**src/bru_params.svh**
```systemverilog
`ifndef BRU_PARAMS_SVH
`define BRU_PARAMS_SVH

// datapath
`define BRU_XLEN        32
`define BRU_REG_AW      5

// trap CSR reset values
`define BRU_MTVEC_RST   32'h0000_0100
`define BRU_MEPC_RST    32'h0000_0000

// AXI4-Lite register map
`define BRU_AXI_AW      4
`define BRU_OFF_MTVEC   4'h0
`define BRU_OFF_MEPC    4'h4

// CSR numbers on the side read port
`define BRU_CSR_MTVEC   12'h305
`define BRU_CSR_MEPC    12'h341

`endif

```
**src/bru_pkg.sv**
```systemverilog
`default_nettype none

package bru_pkg;

  // resolved control-flow operation
  typedef enum logic [3:0] {
    NOP  = 4'd0,
    BEQ  = 4'd1,
    BNE  = 4'd2,
    BLT  = 4'd3,
    BGE  = 4'd4,
    BLTU = 4'd5,
    BGEU = 4'd6,
    JAL  = 4'd7,
    JALR = 4'd8
  } bpu_op_e;

  // why the fetch unit is redirected
  typedef enum logic [1:0] {
    NONE   = 2'd0,
    BRANCH = 2'd1,
    CSR    = 2'd2
  } cause_e;

endpackage

`default_nettype wire

```
**src/branch_compare.sv**
```systemverilog
`timescale 1ns/1ps
`default_nettype none

`include "bru_params.svh"

module branch_compare (
  input  logic [`BRU_XLEN-1:0] rdata1_i,
  input  logic [`BRU_XLEN-1:0] rdata2_i,
  output logic                 equal_o,
  output logic                 signed_less_o,
  output logic                 unsigned_less_o
);

  localparam int MSB = `BRU_XLEN - 1;

  logic         carry;
  logic [MSB:0] diff;
  logic         zero_f;
  logic         sign_f;
  logic         ovf_f;

  // a - b as a + ~b + 1
  assign {carry, diff} = {1'b0, rdata1_i} + {1'b0, ~rdata2_i} + {{`BRU_XLEN{1'b0}}, 1'b1};

  assign zero_f = ~(|diff);
  assign sign_f = diff[MSB];
  assign ovf_f  = (rdata1_i[MSB] != rdata2_i[MSB]) && (diff[MSB] != rdata1_i[MSB]);

  assign equal_o         = zero_f;
  assign signed_less_o   = sign_f ^ ovf_f;
  assign unsigned_less_o = ~carry;       // borrow out

endmodule

`default_nettype wire

```
**src/branch_resolve_top.sv**
```systemverilog
`timescale 1ns/1ps
`default_nettype none

`include "bru_params.svh"

module branch_resolve_top import bru_pkg::*; (
  input  logic                    clk_i,
  input  logic                    rst_i,
  input  logic                    inst_valid_i,
  input  logic [`BRU_XLEN-1:0]    pc_i,
  input  logic [31:0]             inst_i,
  input  logic                    pvalid_i,
  input  logic                    ptaken_i,
  input  logic [`BRU_XLEN-1:0]    ptarget_i,
  output logic                    rf_rena1_o,
  output logic [`BRU_REG_AW-1:0]  rf_raddr1_o,
  input  logic [`BRU_XLEN-1:0]    rf_rdata1_i,
  output logic                    rf_rena2_o,
  output logic [`BRU_REG_AW-1:0]  rf_raddr2_o,
  input  logic [`BRU_XLEN-1:0]    rf_rdata2_i,
  input  logic                    s_axi_awvalid_i,
  output logic                    s_axi_awready_o,
  input  logic [`BRU_AXI_AW-1:0]  s_axi_awaddr_i,
  input  logic                    s_axi_wvalid_i,
  output logic                    s_axi_wready_o,
  input  logic [`BRU_XLEN-1:0]    s_axi_wdata_i,
  input  logic [`BRU_XLEN/8-1:0]  s_axi_wstrb_i,
  output logic                    s_axi_bvalid_o,
  input  logic                    s_axi_bready_i,
  output logic [1:0]              s_axi_bresp_o,
  input  logic                    s_axi_arvalid_i,
  output logic                    s_axi_arready_o,
  input  logic [`BRU_AXI_AW-1:0]  s_axi_araddr_i,
  output logic                    s_axi_rvalid_o,
  input  logic                    s_axi_rready_i,
  output logic [`BRU_XLEN-1:0]    s_axi_rdata_o,
  output logic [1:0]              s_axi_rresp_o,
  output logic                    redirect_valid_o,
  output logic [`BRU_XLEN-1:0]    redirect_pc_o,
  output cause_e                  redirect_cause_o,
  output logic                    upd_valid_o,
  output logic [`BRU_XLEN-1:0]    upd_pc_o,
  output logic                    upd_taken_o,
  output logic [`BRU_XLEN-1:0]    upd_target_o
);

  logic                 csr_rena;
  logic [11:0]          csr_raddr;
  logic [`BRU_XLEN-1:0] csr_rdata;
  logic                 is_branch;
  logic                 fail;
  logic                 csr_flush;
  logic [`BRU_XLEN-1:0] csr_target;
  logic [`BRU_XLEN-1:0] wpc;
  logic                 wtaken;
  logic [`BRU_XLEN-1:0] wtarget;

  pre_decode u_pre_decode (
    .pvalid_i     (pvalid_i),
    .ptaken_i     (ptaken_i),
    .ptarget_i    (ptarget_i),
    .pc_i         (pc_i),
    .inst_i       (inst_i),
    .rf_rena1_o   (rf_rena1_o),
    .rf_raddr1_o  (rf_raddr1_o),
    .rf_rdata1_i  (rf_rdata1_i),
    .rf_rena2_o   (rf_rena2_o),
    .rf_raddr2_o  (rf_raddr2_o),
    .rf_rdata2_i  (rf_rdata2_i),
    .csr_rena_o   (csr_rena),
    .csr_raddr_o  (csr_raddr),
    .csr_rdata_i  (csr_rdata),
    .is_branch_o  (is_branch),
    .is_csr_o     (),                    // classification only
    .fail_o       (fail),
    .csr_flush_o  (csr_flush),
    .csr_target_o (csr_target),
    .wpc_o        (wpc),
    .wtaken_o     (wtaken),
    .wtarget_o    (wtarget)
  );

  csr_trap_regs u_csr_trap_regs (
    .clk_i           (clk_i),
    .rst_i           (rst_i),
    .csr_rena_i      (csr_rena),
    .csr_raddr_i     (csr_raddr),
    .csr_rdata_o     (csr_rdata),
    .s_axi_awvalid_i (s_axi_awvalid_i),
    .s_axi_awready_o (s_axi_awready_o),
    .s_axi_awaddr_i  (s_axi_awaddr_i),
    .s_axi_wvalid_i  (s_axi_wvalid_i),
    .s_axi_wready_o  (s_axi_wready_o),
    .s_axi_wdata_i   (s_axi_wdata_i),
    .s_axi_wstrb_i   (s_axi_wstrb_i),
    .s_axi_bvalid_o  (s_axi_bvalid_o),
    .s_axi_bready_i  (s_axi_bready_i),
    .s_axi_bresp_o   (s_axi_bresp_o),
    .s_axi_arvalid_i (s_axi_arvalid_i),
    .s_axi_arready_o (s_axi_arready_o),
    .s_axi_araddr_i  (s_axi_araddr_i),
    .s_axi_rvalid_o  (s_axi_rvalid_o),
    .s_axi_rready_i  (s_axi_rready_i),
    .s_axi_rdata_o   (s_axi_rdata_o),
    .s_axi_rresp_o   (s_axi_rresp_o)
  );

  redirect_merge u_redirect_merge (
    .clk_i            (clk_i),
    .rst_i            (rst_i),
    .inst_valid_i     (inst_valid_i),
    .pvalid_i         (pvalid_i),
    .is_branch_i      (is_branch),
    .fail_i           (fail),
    .csr_flush_i      (csr_flush),
    .csr_target_i     (csr_target),
    .wpc_i            (wpc),
    .wtaken_i         (wtaken),
    .wtarget_i        (wtarget),
    .redirect_valid_o (redirect_valid_o),
    .redirect_pc_o    (redirect_pc_o),
    .redirect_cause_o (redirect_cause_o),
    .upd_valid_o      (upd_valid_o),
    .upd_pc_o         (upd_pc_o),
    .upd_taken_o      (upd_taken_o),
    .upd_target_o     (upd_target_o)
  );

endmodule

`default_nettype wire

```
**src/csr_trap_regs.sv**
```systemverilog
`timescale 1ns/1ps
`default_nettype none

`include "bru_params.svh"

module csr_trap_regs (
  input  logic                    clk_i,
  input  logic                    rst_i,
  input  logic                    csr_rena_i,
  input  logic [11:0]             csr_raddr_i,
  output logic [`BRU_XLEN-1:0]    csr_rdata_o,
  input  logic                    s_axi_awvalid_i,
  output logic                    s_axi_awready_o,
  input  logic [`BRU_AXI_AW-1:0]  s_axi_awaddr_i,
  input  logic                    s_axi_wvalid_i,
  output logic                    s_axi_wready_o,
  input  logic [`BRU_XLEN-1:0]    s_axi_wdata_i,
  input  logic [`BRU_XLEN/8-1:0]  s_axi_wstrb_i,
  output logic                    s_axi_bvalid_o,
  input  logic                    s_axi_bready_i,
  output logic [1:0]              s_axi_bresp_o,
  input  logic                    s_axi_arvalid_i,
  output logic                    s_axi_arready_o,
  input  logic [`BRU_AXI_AW-1:0]  s_axi_araddr_i,
  output logic                    s_axi_rvalid_o,
  input  logic                    s_axi_rready_i,
  output logic [`BRU_XLEN-1:0]    s_axi_rdata_o,
  output logic [1:0]              s_axi_rresp_o
);

  localparam int         XLEN        = `BRU_XLEN;
  localparam logic [1:0] RESP_OKAY   = 2'b00;
  localparam logic [1:0] RESP_SLVERR = 2'b10;

  logic [XLEN-1:0] mtvec;
  logic [XLEN-1:0] mepc;
  logic            bvalid;
  logic            rvalid;
  logic            wr_accept;
  logic            rd_accept;
  logic            aw_mtvec;
  logic            aw_mepc;
  logic            ar_mtvec;
  logic            ar_mepc;

  function automatic logic [XLEN-1:0] merge_strb(
    input logic [XLEN-1:0]   cur,
    input logic [XLEN-1:0]   data,
    input logic [XLEN/8-1:0] strb
  );
    logic [XLEN-1:0] res;
    res = cur;
    for (int i = 0; i < XLEN/8; i++) begin
      if (strb[i]) begin
        res[8*i +: 8] = data[8*i +: 8];
      end
    end
    return res;
  endfunction

  // ------------------------------------------------------------------
  // write channel, AW and W taken together
  // ------------------------------------------------------------------
  assign wr_accept       = s_axi_awvalid_i && s_axi_wvalid_i && !bvalid;
  assign s_axi_awready_o = wr_accept;
  assign s_axi_wready_o  = wr_accept;
  assign aw_mtvec        = (s_axi_awaddr_i == `BRU_OFF_MTVEC);
  assign aw_mepc         = (s_axi_awaddr_i == `BRU_OFF_MEPC);

  always_ff @(posedge clk_i) begin
    if (rst_i) begin
      mtvec  <= `BRU_MTVEC_RST;
      mepc   <= `BRU_MEPC_RST;
      bvalid <= 1'b0;
    end else if (wr_accept) begin
      if (aw_mtvec) begin
        mtvec <= merge_strb(mtvec, s_axi_wdata_i, s_axi_wstrb_i);
      end
      if (aw_mepc) begin
        mepc <= merge_strb(mepc, s_axi_wdata_i, s_axi_wstrb_i);
      end
      bvalid <= 1'b1;
    end else if (s_axi_bready_i) begin
      bvalid <= 1'b0;                     // response taken
    end
  end

  always_ff @(posedge clk_i) begin
    if (wr_accept) begin
      s_axi_bresp_o <= (aw_mtvec || aw_mepc) ? RESP_OKAY : RESP_SLVERR;
    end
  end

  assign s_axi_bvalid_o = bvalid;

  // ------------------------------------------------------------------
  // read channel
  // ------------------------------------------------------------------
  assign rd_accept       = s_axi_arvalid_i && !rvalid;
  assign s_axi_arready_o = !rvalid;
  assign ar_mtvec        = (s_axi_araddr_i == `BRU_OFF_MTVEC);
  assign ar_mepc         = (s_axi_araddr_i == `BRU_OFF_MEPC);

  always_ff @(posedge clk_i) begin
    if (rst_i) begin
      rvalid <= 1'b0;
    end else if (rd_accept) begin
      rvalid <= 1'b1;
    end else if (s_axi_rready_i) begin
      rvalid <= 1'b0;
    end
  end

  always_ff @(posedge clk_i) begin
    if (rd_accept) begin
      s_axi_rdata_o <= ar_mtvec ? mtvec : ar_mepc ? mepc : '0;
      s_axi_rresp_o <= (ar_mtvec || ar_mepc) ? RESP_OKAY : RESP_SLVERR;
    end
  end

  assign s_axi_rvalid_o = rvalid;

  // side port for the pre-decoder
  always_comb begin
    csr_rdata_o = '0;
    if (csr_rena_i) begin
      case (csr_raddr_i)
        `BRU_CSR_MTVEC: csr_rdata_o = mtvec;
        `BRU_CSR_MEPC:  csr_rdata_o = mepc;
        default:        csr_rdata_o = '0;
      endcase
    end
  end

endmodule

`default_nettype wire

```
**src/pre_decode.sv**
```systemverilog
`timescale 1ns/1ps
`default_nettype none

`include "bru_params.svh"

module pre_decode import bru_pkg::*; (
  input  logic                   pvalid_i,
  input  logic                   ptaken_i,
  input  logic [`BRU_XLEN-1:0]   ptarget_i,
  input  logic [`BRU_XLEN-1:0]   pc_i,
  input  logic [31:0]            inst_i,
  output logic                   rf_rena1_o,
  output logic [`BRU_REG_AW-1:0] rf_raddr1_o,
  input  logic [`BRU_XLEN-1:0]   rf_rdata1_i,
  output logic                   rf_rena2_o,
  output logic [`BRU_REG_AW-1:0] rf_raddr2_o,
  input  logic [`BRU_XLEN-1:0]   rf_rdata2_i,
  output logic                   csr_rena_o,
  output logic [11:0]            csr_raddr_o,
  input  logic [`BRU_XLEN-1:0]   csr_rdata_i,
  output logic                   is_branch_o,
  output logic                   is_csr_o,
  output logic                   fail_o,
  output logic                   csr_flush_o,
  output logic [`BRU_XLEN-1:0]   csr_target_o,
  output logic [`BRU_XLEN-1:0]   wpc_o,
  output logic                   wtaken_o,
  output logic [`BRU_XLEN-1:0]   wtarget_o
);

  localparam int              XLEN      = `BRU_XLEN;
  localparam logic [6:0]      OP_BRANCH = 7'b1100011;
  localparam logic [6:0]      OP_JAL    = 7'b1101111;
  localparam logic [6:0]      OP_JALR   = 7'b1100111;
  localparam logic [6:0]      OP_SYSTEM = 7'b1110011;
  localparam logic [XLEN-1:0] PC_STEP   = 4;

  // ------------------------------------------------------------------
  // field extraction
  // ------------------------------------------------------------------
  logic [6:0]             opcode;
  logic [2:0]             funct3;
  logic [11:0]            funct12;
  logic [`BRU_REG_AW-1:0] rs1;
  logic [`BRU_REG_AW-1:0] rs2;
  logic [XLEN-1:0]        imm_i;
  logic [XLEN-1:0]        imm_b;
  logic [XLEN-1:0]        imm_j;
  logic [XLEN-1:0]        imm;
  bpu_op_e                bpu_op;
  logic                   cond_br;
  logic                   is_system;
  logic                   ecall;
  logic                   ebreak;
  logic                   mret;
  logic                   csrrw;
  logic                   csrrs;
  logic                   equal;
  logic                   signed_less;
  logic                   unsigned_less;
  logic                   taken;
  logic [XLEN-1:0]        target;

  assign opcode  = inst_i[6:0];
  assign funct3  = inst_i[14:12];
  assign funct12 = inst_i[31:20];
  assign rs1     = inst_i[19:15];
  assign rs2     = inst_i[24:20];

  assign imm_i = {{20{inst_i[31]}}, inst_i[31:20]};
  assign imm_b = {{19{inst_i[31]}}, inst_i[31], inst_i[7], inst_i[30:25], inst_i[11:8], 1'b0};
  assign imm_j = {{11{inst_i[31]}}, inst_i[31], inst_i[19:12], inst_i[20], inst_i[30:21], 1'b0};

  always_comb begin
    bpu_op = NOP;
    case (opcode)
      OP_BRANCH: begin
        case (funct3)
          3'b000:  bpu_op = BEQ;
          3'b001:  bpu_op = BNE;
          3'b100:  bpu_op = BLT;
          3'b101:  bpu_op = BGE;
          3'b110:  bpu_op = BLTU;
          3'b111:  bpu_op = BGEU;
          default: bpu_op = NOP;
        endcase
      end
      OP_JAL:  bpu_op = JAL;
      OP_JALR: bpu_op = (funct3 == 3'b000) ? JALR : NOP;
      default: bpu_op = NOP;
    endcase
  end

  assign cond_br   = bpu_op inside {BEQ, BNE, BLT, BGE, BLTU, BGEU};
  assign is_system = (opcode == OP_SYSTEM);
  assign ecall     = is_system && (funct3 == 3'b000) && (funct12 == 12'h000);
  assign ebreak    = is_system && (funct3 == 3'b000) && (funct12 == 12'h001);
  assign mret      = is_system && (funct3 == 3'b000) && (funct12 == 12'h302);
  assign csrrw     = is_system && (funct3 == 3'b001);
  assign csrrs     = is_system && (funct3 == 3'b010);

  assign imm = cond_br         ? imm_b :
               (bpu_op == JAL)  ? imm_j :
               (bpu_op == JALR) ? imm_i : '0;

  branch_compare u_branch_compare (
    .rdata1_i        (rf_rdata1_i),
    .rdata2_i        (rf_rdata2_i),
    .equal_o         (equal),
    .signed_less_o   (signed_less),
    .unsigned_less_o (unsigned_less)
  );

  // ------------------------------------------------------------------
  // true direction and target
  // ------------------------------------------------------------------
  always_comb begin
    case (bpu_op)
      BEQ:       taken = equal;
      BNE:       taken = ~equal;
      BLT:       taken = signed_less;
      BGE:       taken = ~signed_less;
      BLTU:      taken = unsigned_less;
      BGEU:      taken = ~unsigned_less;
      JAL, JALR: taken = 1'b1;
      default:   taken = 1'b0;
    endcase
  end

  always_comb begin
    if (bpu_op == JALR) begin
      target = rf_rdata1_i + imm;       // register relative
    end else if (taken) begin
      target = pc_i + imm;
    end else begin
      target = pc_i + PC_STEP;          // fall through
    end
  end

  assign rf_rena1_o  = cond_br || (bpu_op == JALR);
  assign rf_raddr1_o = rs1;
  assign rf_rena2_o  = cond_br;
  assign rf_raddr2_o = rs2;

  assign csr_rena_o  = ecall || mret;
  assign csr_raddr_o = ecall ? `BRU_CSR_MTVEC :
                       mret  ? `BRU_CSR_MEPC  : 12'h000;

  assign is_branch_o  = (bpu_op != NOP);
  assign is_csr_o     = ecall || ebreak || mret || csrrw || csrrs;
  assign csr_flush_o  = ecall || mret;
  assign csr_target_o = csr_flush_o ? csr_rdata_i : '0;

  assign wpc_o     = pc_i;
  assign wtaken_o  = taken;
  assign wtarget_o = target;
  assign fail_o    = !(pvalid_i && (ptaken_i == taken) && (ptarget_i == target));

endmodule

`default_nettype wire

```
**src/redirect_merge.sv**
```systemverilog
`timescale 1ns/1ps
`default_nettype none

`include "bru_params.svh"

module redirect_merge import bru_pkg::*; (
  input  logic                 clk_i,
  input  logic                 rst_i,
  input  logic                 inst_valid_i,
  input  logic                 pvalid_i,
  input  logic                 is_branch_i,
  input  logic                 fail_i,
  input  logic                 csr_flush_i,
  input  logic [`BRU_XLEN-1:0] csr_target_i,
  input  logic [`BRU_XLEN-1:0] wpc_i,
  input  logic                 wtaken_i,
  input  logic [`BRU_XLEN-1:0] wtarget_i,
  output logic                 redirect_valid_o,
  output logic [`BRU_XLEN-1:0] redirect_pc_o,
  output cause_e               redirect_cause_o,
  output logic                 upd_valid_o,
  output logic [`BRU_XLEN-1:0] upd_pc_o,
  output logic                 upd_taken_o,
  output logic [`BRU_XLEN-1:0] upd_target_o
);

  logic csr_hit;
  logic br_hit;

  assign csr_hit = inst_valid_i && csr_flush_i;
  assign br_hit  = inst_valid_i && fail_i && (is_branch_i || pvalid_i);

  always_ff @(posedge clk_i) begin
    if (rst_i) begin
      redirect_valid_o <= 1'b0;
      redirect_cause_o <= NONE;
      upd_valid_o      <= 1'b0;
    end else begin
      redirect_valid_o <= csr_hit || br_hit;
      redirect_cause_o <= csr_hit ? CSR : (br_hit ? BRANCH : NONE);   // trap wins
      upd_valid_o      <= inst_valid_i && is_branch_i;
    end
  end

  always_ff @(posedge clk_i) begin
    redirect_pc_o <= csr_hit ? csr_target_i : wtarget_i;
    upd_pc_o      <= wpc_i;
    upd_taken_o   <= wtaken_i;
    upd_target_o  <= wtarget_i;
  end

endmodule

`default_nettype wire

```
**config.mk**
```make
export PLATFORM = sky130hd
export DESIGN_NAME = branch_resolve_top
export DESIGN_NICKNAME = d
export VERILOG_FILES = /design/src/bru_pkg.sv /design/src/branch_compare.sv /design/src/branch_resolve_top.sv /design/src/csr_trap_regs.sv /design/src/pre_decode.sv /design/src/redirect_merge.sv
export VERILOG_INCLUDE_DIRS = /design/src
export SDC_FILE = /design/constraint.sdc
export NUM_CORES = 1
export LEC_CHECK = 0
export BUFFER_PORTS_ARGS = -buffer_cell sky130_fd_sc_hd__buf_2
export CAP_MARGIN = 40
export CORE_MARGIN = 2
export CORE_UTILIZATION = 55
export CTS_CLUSTER_SIZE = 25
export DETAILED_ROUTE_END_ITERATION = 8
export MAX_ROUTING_LAYER = met4
export PLACE_DENSITY = 0.81
export SLEW_MARGIN = 20
export SYNTH_ARGS = -nofsm -noshare
export SYNTH_HDL_FRONTEND = slang
export SYNTH_HIERARCHICAL = 1
export SYNTH_SLANG_ARGS = --single-unit
```
**constraint.sdc**
```tcl
create_clock -name clk_i -period 10.5 [get_ports clk_i]
set_input_delay 2.625 -clock clk_i [delete_from_list [all_inputs] [get_ports clk_i]]
set_output_delay 2.625 -clock clk_i [all_outputs]
set_load 0.005 [all_outputs]
```
==> results.md <==
- Status: finished, final reports clean
- Core area: 0.0285 sq mm
- CTS Root Cell: clkbuf_16
- Synth Warn #: 6
- Tightest Hold Check Type: reg2reg
- Pins Over Slew Limit: 0
- DR vias: 15600
- Worst Path Arrival: 10.54 ns
- Crit path from: rf_rdata1_i[5]
- Static leakage: 8.41 nW
- Layout cell share with drive strength beyond 1: 24.0%
- Die width: 173 um
- Final worst slack: 0.367 ns
- CP most frequent cell: nand4_1
- Routed WL: 58500 um
- Synth-to-layout area growth: 16.6%
- Cell Area, Synth: 0.0158 sq mm
- Htree depth: 1
- Net count, final: 2465
- Syn Inst Count: 1853
- CP max stage cell: fa_1
- CP required: 10.90 ns
- Effective utilization at floorplan: 55.4%
- Worst rel slew slack: 41.8%
- Vias per cell: 6.11
- Setup Viol. Count Final: 0
- Crit-path max FO: 8
- Layout Skew: 0.0101 ns
- TNS Setup: 0 ns
- Initial antenna violation count: 6
- Chip Height: 173 um
- CTS tree: built
- WL per Instance: 22.8 um
- Clk_lat worst skew: 0.53 ns
- Post-Layout Inst Area: 0.0184 sq mm
- Syn Area/Cell: 8.52 sq um
- Gpl congestion: 0.981
- Die area: 0.0301 sq mm
- Pin count of the biggest net entering global routing: 101
- Clk sinks: 201
- Max Cap Viol: 0
- Peak supply drop: 0.120 mV
- Num rows: 62
- PwrDens: 111 mW/mm^2
- Startpoint types: primary input
- Worst-path clk slew: 0.06 ns
- Final Hold Viols: 0
- Final period util: 96.5%
- All-Layer GR Usage: 38.1%
- Reg2reg setup slack: 8.66 ns
- Post-route DRC: 0
- Slowest cell delay on critical path: 0.48 ns
- Vias in the first global route: 15000
- Crit path capture type: flop
- DRT iter0 DRCs: 1388
- Cell depth of the worst setup path: 37
- Tmin final: 10.13 ns
- DRT antenna net count: 0
- R2R depth: 3
- IO buf count: 365
- Fmax: 0.0987 GHz
- Placement Cell Area: 0.0176 sq mm
- Top delay family on crit path: simple AND/OR/NAND/NOR gates
- Crit Path Category: in2reg
- Worst path bufs/invs: 3
- Reg-to-reg startpoint: u_csr_trap_regs/s_axi_bvalid_o$_SDFFE_PP0P_
- Clock Path Buffers: 3
- Worst-Margin Slew: 0.851 ns
- First-pass GRT wire length: 86900 um
- Hold_sp: u_csr_trap_regs/mepc[24]$_SDFFE_PP0P_
- Grt ovf: 0
- Dpl hpwl: 46600 um
- Total I/O pin count: 368
- Dpl ws: -0.0765 ns
- DRT Pass-1 Iters: 8
- Hold path cells: 2
- TritonCTS Buffers: 22
-- registers in the layout, summed over array words and instances, names as in the netlist --
name and cells:
u_csr_trap_regs/s_axi_bresp_o 1, u_redirect_merge/redirect_cause_o 2, u_csr_trap_regs/mtvec 32, u_csr_trap_regs/s_axi_rresp_o 1, u_redirect_merge/redirect_valid_o 1, u_csr_trap_regs/mepc 32, u_redirect_merge/upd_target_o 32, u_redirect_merge/upd_pc_o 32
u_redirect_merge/redirect_pc_o 32, u_redirect_merge/upd_taken_o 1, u_csr_trap_regs/s_axi_rdata_o 32, u_csr_trap_regs/s_axi_rvalid_o 1, u_redirect_merge/upd_valid_o 1, u_csr_trap_regs/s_axi_bvalid_o 1
-- stage by stage --
step / std cells / util [%] / hold WS (ns) / power (mW)
after floorplan: 1860 / - / 0.461 / 1.09
after global placement: 2511 / 61.8 / 0.474 / 1.27
after detailed placement: 2513 / 61.9 / 0.480 / 1.27
after CTS: 2553 / 64.5 / 0.493 / 2.03
after global routing: 2559 / 64.6 / 0.511 / 2.11
final: 2559 / 64.6 / 0.494 / 2.04
-- worst reg2reg max path, delay by kind of cell, from the launching register on --
| kind | cells | cell delay (ns) |
|---|---|---|
| simple gates | 2 | 1.12 |
| flops | 1 | 0.33 |
| mux | 1 | 0.30 |
-- final timing paths --
kind                                                                      to
worst min-delay path                   u_csr_trap_regs/mepc[24]$_SDFFE_PP0P_
worst min register to register         u_csr_trap_regs/mepc[24]$_SDFFE_PP0P_
worst max register to register         u_csr_trap_regs/mepc[17]$_SDFFE_PP0P_
worst max-delay path            u_redirect_merge/redirect_valid_o$_SDFF_PP0_
-- per-layer routing --
metal / track usage (%) / vias up / routed length (um)
met5: - / - / 0
met4: 13.9 / 0 / 2130
met3: 6.73 / 130 / 5000
met2: 61.8 / 818 / 27000
met1: 47.8 / 7457 / 24300
li1: - / 7223 / -
-- area by class of cell --
cell class / instances / area [sq um]
multi-input cells: 1446 / 10400
fillers: 2455 / 10100
flip-flops and latches: 201 / 4360
repair buffers: 408 / 2170
clock buffers: 29 / 587
well taps: 384 / 480
inverters: 74 / 280
clock inverters: 11 / 125
diodes: 6 / 15.0
-- where the power goes --
| group | total (mW) | internal, mW | switching [mW] |
|---|---|---|---|
| Clock | 0.774 | 0.445 | 0.329 |
| Sequential | 0.826 | 0.815 | 0.0110 |
| Combinational | 0.441 | 0.184 | 0.257 |
| Total | 2.04 | 1.44 | 0.597 |
-- timing repair --
| action | 4_1_cts | 5_1_grt |
|---|---|---|
| gates resized for setup | 0 | 6 |
| buffers inserted | 0 | 0 |
| hold buffers | 0 | 0 |
| endpoints found under the setup margin | 0 | 2 |
-- layout by cell type (no fill, tap or decap), drive strengths merged, types with 34 or more instances in the layout --
master,count
dfxtp,167
mux2i,112
buf,408
xnor2,68
nand2b,111
mux2,37
nand4,36
nand3,43
ha,95
o21ai,68
nand2,101
xor2,51
nor2,168
a22oi,38
a21o,37
a21oi,113
inv,74
and2,48
edfxtp,34
Power figures use the tool's default switching activity.
